==> src/logic/fetch_cfg.svh <==
`ifndef FETCH_CFG_SVH
`define FETCH_CFG_SVH

// Instruction store holds 2**IMEM_AW words.
`define IMEM_AW 6

`define RESET_PC 32'h0000_001F
`define INT_VECTOR 32'h0000_0000

// Held cycles of each control flow sequence.
`define INT_CYCLES 5
`define RTI_CYCLES 6
`define CALL_CYCLES 4
`define SEQ_CNT_W 3

`endif

==> src/logic/fetch_ctrl_pkg.sv <==
package fetch_ctrl_pkg;

	// Encoding follows the processor's state type field.
	typedef enum logic [2:0] {
		SEQ_RUN = 3'd0,
		SEQ_INT = 3'd1,
		SEQ_RTI = 3'd2,
		SEQ_CALL = 3'd3
	} seq_state_t;

	// PC replacement during a held sequence.
	typedef struct packed {
		logic load;
		logic half;
		logic hi;
		logic [31:0] pc;
	} redirect_t;

	// Instruction store write port.
	typedef struct packed {
		logic en;
		logic [31:0] addr;
		logic [15:0] data;
	} mem_wr_t;

endpackage

==> src/logic/isa_pkg.sv <==
package isa_pkg;

	// Opcode sits in the top five bits of every word.
	typedef logic [4:0] opcode_t;

	localparam opcode_t OP_LDX = 5'd9;
	localparam opcode_t OP_LD = 5'd10;
	localparam opcode_t OP_CALL = 5'd20;
	localparam opcode_t OP_RTI = 5'd22;

	// Register form with two register fields and a short tail.
	typedef struct packed {
		opcode_t opcode;
		logic [2:0] rs;
		logic [2:0] rd;
		logic [4:0] tail;
	} reg_form_t;

	// Wide form with an opcode and an 11 bit immediate.
	typedef struct packed {
		opcode_t opcode;
		logic [10:0] imm;
	} wide_form_t;

	// The same 16 bits read in either form.
	typedef union packed {
		reg_form_t reg_form;
		wide_form_t wide_form;
	} instr_w;

endpackage

==> src/logic/fetch_issue.sv <==
`timescale 1ns/1ps
`include "fetch_cfg.svh"

module fetch_issue (
	input logic clk,
	input logic rst,
	input logic fetch_en,
	input logic [31:0] cand_pc,
	input isa_pkg::instr_w cand_word,
	input logic stall,
	input fetch_ctrl_pkg::redirect_t redir,
	input logic int_entry,
	output logic [31:0] pc,
	output isa_pkg::instr_w instr,
	output logic instr_valid,
	output isa_pkg::opcode_t issued_op,
	output logic issued_now
);

	logic bubble;

	assign bubble = int_entry | stall;
	assign issued_now = fetch_en & ~bubble;
	assign issued_op = cand_word.reg_form.opcode;

	always_ff @(posedge clk) begin
		if (rst) begin
			pc <= `RESET_PC;
			instr <= '0;
			instr_valid <= 1'b0;
		end else if (redir.load) begin
			// Halfword loads come from the RTI sequence.
			if (!redir.half) begin
				pc <= redir.pc;
			end else if (redir.hi) begin
				pc[31:16] <= redir.pc[31:16];
			end else begin
				pc[15:0] <= redir.pc[15:0];
			end
		end else if (fetch_en) begin
			if (bubble) begin
				instr <= '0;
				instr_valid <= 1'b0;
			end else begin
				pc <= cand_pc;
				instr <= cand_word;
				instr_valid <= 1'b1;
			end
		end
	end

endmodule

==> src/logic/fetch_top.sv <==
`timescale 1ns/1ps
`include "fetch_cfg.svh"

module fetch_top (
	input logic clk,
	input logic rst,
	input fetch_ctrl_pkg::mem_wr_t mem_wr,
	input logic jump_taken,
	input logic [15:0] jump_target,
	input logic direct_jump,
	input logic [15:0] direct_target,
	input logic interrupt,
	input logic [15:0] data_bus,
	input logic [15:0] call_target,
	output logic [31:0] pc,
	output isa_pkg::instr_w instr,
	output logic instr_valid,
	output logic busy
);

	logic fetch_en;
	logic [31:0] cand_pc;
	isa_pkg::instr_w cand_word;
	logic stall;
	fetch_ctrl_pkg::redirect_t redir;
	logic int_entry;
	isa_pkg::opcode_t issued_op;
	logic issued_now;

	// Writes and sequences both hold the stage.
	assign fetch_en = ~mem_wr.en & ~busy;

	instr_mem u_mem (
		.clk (clk),
		.wr (mem_wr),
		.raddr (cand_pc[`IMEM_AW-1:0]),
		.rdata (cand_word)
	);

	pc_sequencer u_seq (
		.clk (clk),
		.rst (rst),
		.fetch_en (fetch_en),
		.pc (pc),
		.issued_op (issued_op),
		.issued_now (issued_now),
		.interrupt (interrupt),
		.jump_taken (jump_taken),
		.jump_target (jump_target),
		.direct_jump (direct_jump),
		.direct_target (direct_target),
		.data_bus (data_bus),
		.call_target (call_target),
		.cand_pc (cand_pc),
		.redir (redir),
		.int_entry (int_entry),
		.busy (busy)
	);

	load_hazard_check u_hazard (
		.prev (instr),
		.cand (cand_word),
		.stall (stall)
	);

	fetch_issue u_issue (
		.clk (clk),
		.rst (rst),
		.fetch_en (fetch_en),
		.cand_pc (cand_pc),
		.cand_word (cand_word),
		.stall (stall),
		.redir (redir),
		.int_entry (int_entry),
		.pc (pc),
		.instr (instr),
		.instr_valid (instr_valid),
		.issued_op (issued_op),
		.issued_now (issued_now)
	);

endmodule

==> src/logic/instr_mem.sv <==
`timescale 1ns/1ps
`include "fetch_cfg.svh"

module instr_mem (
	input logic clk,
	input fetch_ctrl_pkg::mem_wr_t wr,
	input logic [`IMEM_AW-1:0] raddr,
	output isa_pkg::instr_w rdata
);

	localparam int DEPTH = 1 << `IMEM_AW;

	isa_pkg::instr_w mem [DEPTH];
	logic [`IMEM_AW-1:0] waddr;

	// Only the low address bits select a word.
	assign waddr = wr.addr[`IMEM_AW-1:0];

	always_ff @(posedge clk) begin
		if (wr.en) begin
			mem[waddr] <= wr.data;
		end
	end

	// Candidate word is needed in the same cycle.
	assign rdata = mem[raddr];

endmodule

==> src/logic/load_hazard_check.sv <==
`timescale 1ns/1ps

module load_hazard_check (
	input isa_pkg::instr_w prev,
	input isa_pkg::instr_w cand,
	output logic stall
);

	isa_pkg::opcode_t prev_op;
	logic [2:0] ld_dst;
	logic [2:0] ldx_dst;
	logic ld_hit;
	logic ldx_hit;

	assign prev_op = prev.reg_form.opcode;

	// LD writes rd, LDX writes rs.
	assign ld_dst = prev.reg_form.rd;
	assign ldx_dst = prev.reg_form.rs;

	always_comb begin
		ld_hit = 1'b0;
		ldx_hit = 1'b0;
		if (prev_op == isa_pkg::OP_LD) begin
			ld_hit = (ld_dst == cand.reg_form.rs) || (ld_dst == cand.reg_form.rd);
		end
		if (prev_op == isa_pkg::OP_LDX) begin
			ldx_hit = (ldx_dst == cand.reg_form.rs) || (ldx_dst == cand.reg_form.rd);
		end
	end

	// A zero bubble never matches either opcode.
	assign stall = ld_hit | ldx_hit;

endmodule

==> src/logic/pc_sequencer.sv <==
`timescale 1ns/1ps
`include "fetch_cfg.svh"

module pc_sequencer (
	input logic clk,
	input logic rst,
	input logic fetch_en,
	input logic [31:0] pc,
	input isa_pkg::opcode_t issued_op,
	input logic issued_now,
	input logic interrupt,
	input logic jump_taken,
	input logic [15:0] jump_target,
	input logic direct_jump,
	input logic [15:0] direct_target,
	input logic [15:0] data_bus,
	input logic [15:0] call_target,
	output logic [31:0] cand_pc,
	output fetch_ctrl_pkg::redirect_t redir,
	output logic int_entry,
	output logic busy
);

	localparam logic [`SEQ_CNT_W-1:0] INT_LEN = `INT_CYCLES;
	localparam logic [`SEQ_CNT_W-1:0] RTI_LEN = `RTI_CYCLES;
	localparam logic [`SEQ_CNT_W-1:0] CALL_LEN = `CALL_CYCLES;

	// Count values at which the PC is rewritten.
	localparam logic [`SEQ_CNT_W-1:0] RTI_LO_AT = 2;
	localparam logic [`SEQ_CNT_W-1:0] RTI_HI_AT = 1;
	localparam logic [`SEQ_CNT_W-1:0] CALL_AT = 3;

	fetch_ctrl_pkg::seq_state_t state;
	logic [`SEQ_CNT_W-1:0] count;

	assign busy = count != '0;
	assign int_entry = fetch_en & interrupt & (state == fetch_ctrl_pkg::SEQ_RUN);

	// Vector wins once interrupt entry has run out.
	always_comb begin
		if (state == fetch_ctrl_pkg::SEQ_INT) begin
			cand_pc = `INT_VECTOR;
		end else if (jump_taken) begin
			cand_pc = {16'h0000, jump_target};
		end else if (direct_jump) begin
			cand_pc = {16'h0000, direct_target};
		end else begin
			cand_pc = pc + 32'd1;
		end
	end

	always_comb begin
		redir = '0;
		if (state == fetch_ctrl_pkg::SEQ_RTI) begin
			redir.pc = {data_bus, data_bus};
			if (count == RTI_LO_AT) begin
				redir.load = 1'b1;
				redir.half = 1'b1;
			end else if (count == RTI_HI_AT) begin
				redir.load = 1'b1;
				redir.half = 1'b1;
				redir.hi = 1'b1;
			end
		end else if (state == fetch_ctrl_pkg::SEQ_CALL && count == CALL_AT) begin
			redir.load = 1'b1;
			redir.pc = {16'h0000, call_target};
		end
	end

	always_ff @(posedge clk) begin
		if (rst) begin
			state <= fetch_ctrl_pkg::SEQ_RUN;
			count <= '0;
		end else if (busy) begin
			count <= count - 1'b1;
			// Interrupt state waits for the vector fetch.
			if (count == 1 && state != fetch_ctrl_pkg::SEQ_INT) begin
				state <= fetch_ctrl_pkg::SEQ_RUN;
			end
		end else if (int_entry) begin
			state <= fetch_ctrl_pkg::SEQ_INT;
			count <= INT_LEN;
		end else if (issued_now) begin
			if (issued_op == isa_pkg::OP_RTI) begin
				state <= fetch_ctrl_pkg::SEQ_RTI;
				count <= RTI_LEN;
			end else if (issued_op == isa_pkg::OP_CALL) begin
				state <= fetch_ctrl_pkg::SEQ_CALL;
				count <= CALL_LEN;
			end else begin
				state <= fetch_ctrl_pkg::SEQ_RUN;
			end
		end
	end

endmodule

==> config.mk <==
export PLATFORM = sky130hd
export DESIGN_NAME = fetch_top
export DESIGN_NICKNAME = d
export VERILOG_FILES = /design/src/logic/fetch_ctrl_pkg.sv /design/src/logic/isa_pkg.sv /design/src/logic/fetch_issue.sv /design/src/logic/fetch_top.sv /design/src/logic/instr_mem.sv /design/src/logic/load_hazard_check.sv /design/src/logic/pc_sequencer.sv
export VERILOG_INCLUDE_DIRS = /design/src /design/src/logic
export SDC_FILE = /design/constraint.sdc
export NUM_CORES = 1
export LEC_CHECK = 0
export ABC_AREA = 1
export BUFFER_PORTS_ARGS = -buffer_cell sky130_fd_sc_hd__buf_2
export CAP_MARGIN = 30
export CORE_ASPECT_RATIO = 2
export CORE_MARGIN = 2
export CORE_UTILIZATION = 62
export CTS_CLUSTER_DIAMETER = 200
export CTS_CLUSTER_SIZE = 28
export DETAILED_ROUTE_END_ITERATION = 7
export PLACE_DENSITY = 0.8
export REMOVE_ABC_BUFFERS = 1
export SETUP_SLACK_MARGIN = 0.15
export SYNTH_ARGS = -nofsm -noshare
export SYNTH_HDL_FRONTEND = slang
export SYNTH_HIERARCHICAL = 1
export SYNTH_SLANG_ARGS = --single-unit
==> constraint.sdc <==
create_clock -name clk -period 4.3 [get_ports clk]
set_clock_uncertainty 0.2 [all_clocks]
set_input_delay 0 -clock clk [delete_from_list [all_inputs] [get_ports clk]]
set_output_delay 0 -clock clk [all_outputs]
set_load 0.005 [all_outputs]
Yosys cells after proc, flatten, opt, wreduce, memory -nomap -nowiden
Memories as Yosys holds them, arrays and structs flattened.
Cells that the tools add are included.

word-level totals
  output and inout port bits = 50
  input port bits = 118
  word-level logic and storage cells = 86
  bits in registers = 55
  memories = 1
  RAM bits = 1024

operators by class
  add/subtract/negate cells = 2
  muxes and demuxes = 34
  bitwise logic cells = 10
  equality and inequality tests = 19
  reduce and logical (&&, ||, !) cells = 14

memories
  name       words  bits a word  read ports  clocked after memory_dff  wr ports  RTL line         text
  u_mem.mem  64     16           1           0                         1         instr_mem.sv:13  isa_pkg::instr_w mem [DEPTH];

operators by type and width
  kind                                                 number
  two-way mux 32 bit                                   8
  two-way mux 16 bit                                   4
  two-way mux 3 bit                                    11
  adder 32 x 1 -> 32 bit, second input constant        1
  equality test 3 x 2 -> 1 bit, second input constant  4
  equality test 3 bit                                  4
  equality test 5 x 4 -> 1 bit, second input constant  2
  equality test 5 bit, second input constant           2
  two-way mux 1 bit                                    8
  equality test 3 x 1 -> 1 bit, second input constant  2
  two-way mux 2 bit                                    3
  != test 3 bit, second input constant                 2
  AND reduction 2 bit                                  3
  AND reduction 3 bit                                  2
  nonzero test 3 bit                                   2
  bitwise AND 1 bit                                    4
  inverter 1 bit                                       4
  nonzero test 4 bit                                   1
  logical NOT 3 bit                                    1
  != test 3 x 1 -> 1 bit, second input constant        1
  subtractor 3 x 1 -> 3 bit, second input constant     1
  logical AND 1 bit                                    2
  logical OR 1 bit                                     2
  != test 2 x 1 -> 1 bit, second input constant        1
  3 further kinds                                      4

Depth between registers and ports, before layout
An unclocked memory read counts as a cell.

  depth in word-level cells = 15
  mapped depth = 35

Cells and area by module
The synthesis kept the hierarchy.

by module, submodules not included
  module             area an instance (um^2)  instances  cells an instance
  instr_mem          41778.8                  1          3501
  fetch_issue        2452.4                   1          391
  pc_sequencer       2197.1                   1          465
  load_hazard_check  234.0                    1          56
  fetch_top          3.8                      1          1

Worst setup path after synthesis
OpenSTA, ideal clock, no wires.

  path kind = register to register
  from = reg u_issue.pc[1]
  to = reg u_seq.state[1]
  path slack = 0.816 ns
  buffers on the path = 2
  required time = 3.984 ns
  clock period less this slack = 3.484 ns
  cell stages (with the launch flop) = 31
  arrival time = 3.168 ns
  cell sequence = dfxtp_1 ha_1 nor2_1 o21ai_0 o211ai_1 a21oi_1 buf_2 buf_1 nand3_1 nand2_1 nand2_1 nand3_1 nand3_1 nand2_1 inv_1 nand2_1 nand2_1 nand3_1 nand2_1 nand2_1 nand2_1 nor2_1 inv_1 nor2_1 inv_1 nand3_1 nand2_1 inv_1 nand2_1 o21ai_0 nor2_1

RTL lines
  element                   RTL line            text
  start: declaration        fetch_issue.sv:13   output logic [31:0] pc,
  start signal: assignment  fetch_issue.sv:28   pc <= `RESET_PC;
  start signal: assignment  fetch_issue.sv:34   pc <= redir.pc;
  start signal: assignment  fetch_issue.sv:38   pc[15:0] <= redir.pc[15:0];
  end signal: assignment    pc_sequencer.sv:72  state <= fetch_ctrl_pkg::SEQ_RUN;
  end signal: assignment    pc_sequencer.sv:78  state <= fetch_ctrl_pkg::SEQ_RUN;
  end signal: assignment    pc_sequencer.sv:81  state <= fetch_ctrl_pkg::SEQ_INT;
  end: declaration          pc_sequencer.sv:33  fetch_ctrl_pkg::seq_state_t state;

==> results.md <==
* Commonest non-fill, non-tap cells in the layout: nand2_1 (1591), edfxtp_1 (1024), nand3_1 (915)
* Area of the multi-input gates at ~13000 um^2
* Worst setup EP type: register
* Pins Over Slew Limit at 0
* Routed WL per cell at around 26 um
* Peak supply drop at between 0.3 and 0.4 mV
* Failing checks: DRC
* Net Switching at approximately 9.6 mW
* Clk_lat worst skew at between 600 and 700 ps
* Core area at about 75000 um^2
* Synth Area in Compound Gates at 1.467%
* Drt pass-1 iters at 8
* Mux cell area share after synthesis at 0%
* Total gr overflow at 0
* Switching fraction of total power at between 30% and 40%
* Worst Max-Slew Pin Slew at a little under 900 ps
* Fill cell count at about 5000
* GPL Wtd Cong at ~1
* Die area at 77610 um^2
* Max incr delay on CP at roughly 380 ps
* Unrepaired setup endpoints after global routing: yes
* Period Utilization, post-route at a little over nine tenths
* Root buffer cell: clkbuf_16
* Port bufs at ~140
* Post-Synth Simple-Gate Area at between 20% and 30%
* Final min period at 4035 ps
* Area added between synthesis and finish at 13.12%
* Pwr dens at roughly 500 nW/um^2
* Initial core utilization at slightly above 60%
* Drt total wl at between 150000 and 200000 um
* DP HPWL at ~94000 um
* CP most frequent cell: nand2_1
* Critical Path RT at around 4600 ps
* Most used DFF post-synth: edfxtp_1
* # setup viols final at 0
* Xor/xnor share of the synthesized area at less than 1%
* CTS tree: built
* Asr flop ratio synth at 0%
* Nets at ~4800
* Die width at slightly below 200 um
* Register area share after synthesis at between 60% and 70%
* Mapped Area at 46670 um^2
* Register bit count reported by yosys at approximately 1100
* Largest net degree at the start of global routing at 73
* Worst Setup EP: u_issue/pc[12]
* Routed vias/inst at around 6.3
* Number of flops mapped to enable cells by yosys at between 1000 and 1500
* Worst Setup Start Kind: register
* Synth warn at 6
* Global Route Usage Sum at a little under two fifths
* Synth Instances at approximately 4400
* CTS sink cnt at 1078
* Vias in the first global route at ~35000
* Adder-Cell Fraction of Synth Area at less than 1%
* Crit path kind: reg2reg
* CTS clk-pin slew, worst paths at 110 ps
* Avg Cell Area, Syn at around 11 um^2
* Total power at approximately 26 mW
* Share of cells above drive strength 1 at 12.55%
* Reg2Reg Depth at 31
* Crit path launch: u_seq/state[0]
* Die Y at between 300 and 400 um
* Num ports at roughly 170
* Pint at between 15 and 20 mW
* Type of the most critical hold path: in2reg
* Max stage delay cell, worst path: dfxtp_4
* Static leakage at 20.11 nW
* Commonest non-fill, non-tap cell in the layout: nand2_1
* Cell variety after synth at 40
* DR vias at about 36000
* Setup slack, reg-to-reg at roughly 260 ps
* Main combinational cell family by area after synthesis: simple AND/OR/NAND/NOR gates
* H-tree Lvls at 2
* First-pass GRT wire length at about 210000 um
* Part of the power in registers at roughly 46%
* Relative slew slack at about two fifths
* Arr. time, crit path at approximately 4400 ps
* Worst r2r src: u_seq/state[0]
* FF+latch area at 31840 um^2
* Post-DRT Antenna Nets at 0
* Peak Freq at approximately 0.25 GHz
* Final routed DRC violation total at 2
* Clock Power Share at 19.3%
* Status: finished with violations
* TritonCTS buffer count at 44
* Comb pwr share at around 35%
* # rows at roughly 140
* 1st-iter DRT viols at 5009
* Antenna violations before repair at 10
* Crit Path Max Fanout at 60
* Final TNS setup at 0 ps
* Final hold violations at 0
* CTS max path bufs at 3
* Maximum Capacitance Violations at 0
* Reg2reg end: u_issue/pc[12]
[worst max-delay path: cells and delay by family (launching register included)]
family | cells | cell delay [ps]
DFF | 1 | 380
and+or+nand+nor | 20 | 1760
AOI/OAI and AO/OA | 2 | 220
buffers and inverters | 9 | 1320
[through the flow]
| stage | worst slack, ps | std cells | hold WS [ps] | area (um^2) | util [%] |
|---|---|---|---|---|---|
| 2_1_floorplan | -11310 | 4147 | -130.9 | 45000 | - |
| 3_3_place_gp | 5.338 | 5568 | 206.0 | 49600 | 66.31 |
| 3_5_place_dp | 43.61 | 5569 | 211.7 | 49620 | 66.34 |
| 4_1_cts | 153.8 | 5731 | 8.775 | 51740 | 69.17 |
| 5_1_grt | 19.30 | 5765 | 19.11 | 52780 | 70.56 |
| 6_report | 265.0 | 5767 | 12.41 | 52790 | 70.57 |
[synth_stat cells, types with 2 or more instances]
| master | n | area share [%] |
|---|---|---|
| buf_6 | 51 | 1.2 |
| edfxtp_1 | 1024 | 66 |
| nand3_1 | 941 | 10 |
| inv_1 | 140 | 1.1 |
| a21oi_1 | 78 | 0.84 |
| nor2_2 | 5 | 0.067 |
| buf_4 | 24 | 0.39 |
| dfxtp_1 | 54 | 2.3 |
| o211ai_1 | 2 | 0.032 |
| nor2_4 | 3 | 0.072 |
| nor2_1 | 177 | 1.4 |
| buf_2 | 135 | 1.4 |
| o21ai_0 | 30 | 0.32 |
| ha_1 | 6 | 0.16 |
| nand2_1 | 1608 | 13 |
| nand3b_1 | 3 | 0.048 |
| nand4_1 | 16 | 0.21 |
| xnor2_1 | 4 | 0.075 |
| nand3_2 | 3 | 0.064 |
| o22ai_1 | 16 | 0.21 |
| nand2_2 | 4 | 0.054 |
| nand2_4 | 2 | 0.048 |
| inv_2 | 4 | 0.032 |
| nor4_1 | 9 | 0.12 |
| buf_1 | 17 | 0.14 |
| nor3_1 | 7 | 0.075 |
| clkbuf_1 | 38 | 0.31 |
[what timing repair did]
item / in CTS / in global routing
hold buffers: 76 / 0
gates resized for setup: 6 / 110
setup endpoints to repair: 20 / 54
setup buffers: 2 / 15
pin swaps: 3 / 15
endpoints found under the hold margin: 801 / 0
cloned: 2 / 17
[cells by family (layout without fill, tap and decap cells)]
group                    after synthesis  count (layout)
AO/OA/AOI/OAI                        130             130
XOR/XNOR                               5               5
adder cells (fa/ha/maj)                6               6
buffers and inverters                413             755
flip-flops                          1078            1078
other                                  0               2
AND/OR/NAND/NOR                     2782            2783
[routing by layer]
layer	track usage, %	wire [um]	vias up
li1	-	-	15730
met1	40.13	45390	17100
met2	63.90	73420	2548
met3	8.587	15870	742
met4	33.59	15990	16
met5	0	95	-
[layout make-up]
type / count / area share (%)
Multi-Input combinational cell: 2924 / 24.51
Clock buffer: 79 / 2.375
Clock inverter: 3 / 0.06400
Tap cell: 1008 / 2.389
Timing Repair Buffer: 523 / 8.919
Sequential cell: 1078 / 60.31
Timing Repair inverter: 4 / 0.1920
Inverter: 146 / 1.225
Antenna cell: 2 / 0.009481
[flip-flops by register name, summed over array words and instances, names as in the netlist]
name                 count
u_issue/pc              32
u_mem/mem             1024
u_seq/count              3
u_issue/instr           16
u_seq/state              2
u_issue/instr_valid      1
[how the worst min path moves through the flow]
stage	startpoint	endpoint	depth (start not counted)
floorplan	rst	u_issue/instr[0]	1
global placement	u_issue/instr_valid	instr_valid	1
detailed placement	u_issue/instr_valid	instr_valid	1
CTS	direct_target[5]	u_issue/instr[0]	10
global route	mem_wr[11]	u_mem/mem[62][11]	2
finish	mem_wr[11]	u_mem/mem[62][11]	2
[power groups by stage]
stage | clock [mW] | sequential [mW] | combinational (mW)
CTS | 5.09 | 12.1 | 8.11
global route | 5.43 | 12.2 | 9.66
finish | 5.09 | 12.2 | 9.16
detailed placement | 0 | 12.4 | 7.92
global placement | 0 | 12.4 | 7.77
floorplan | 0 | 12.2 | 4.74
(Power assumes the default switching activity.)
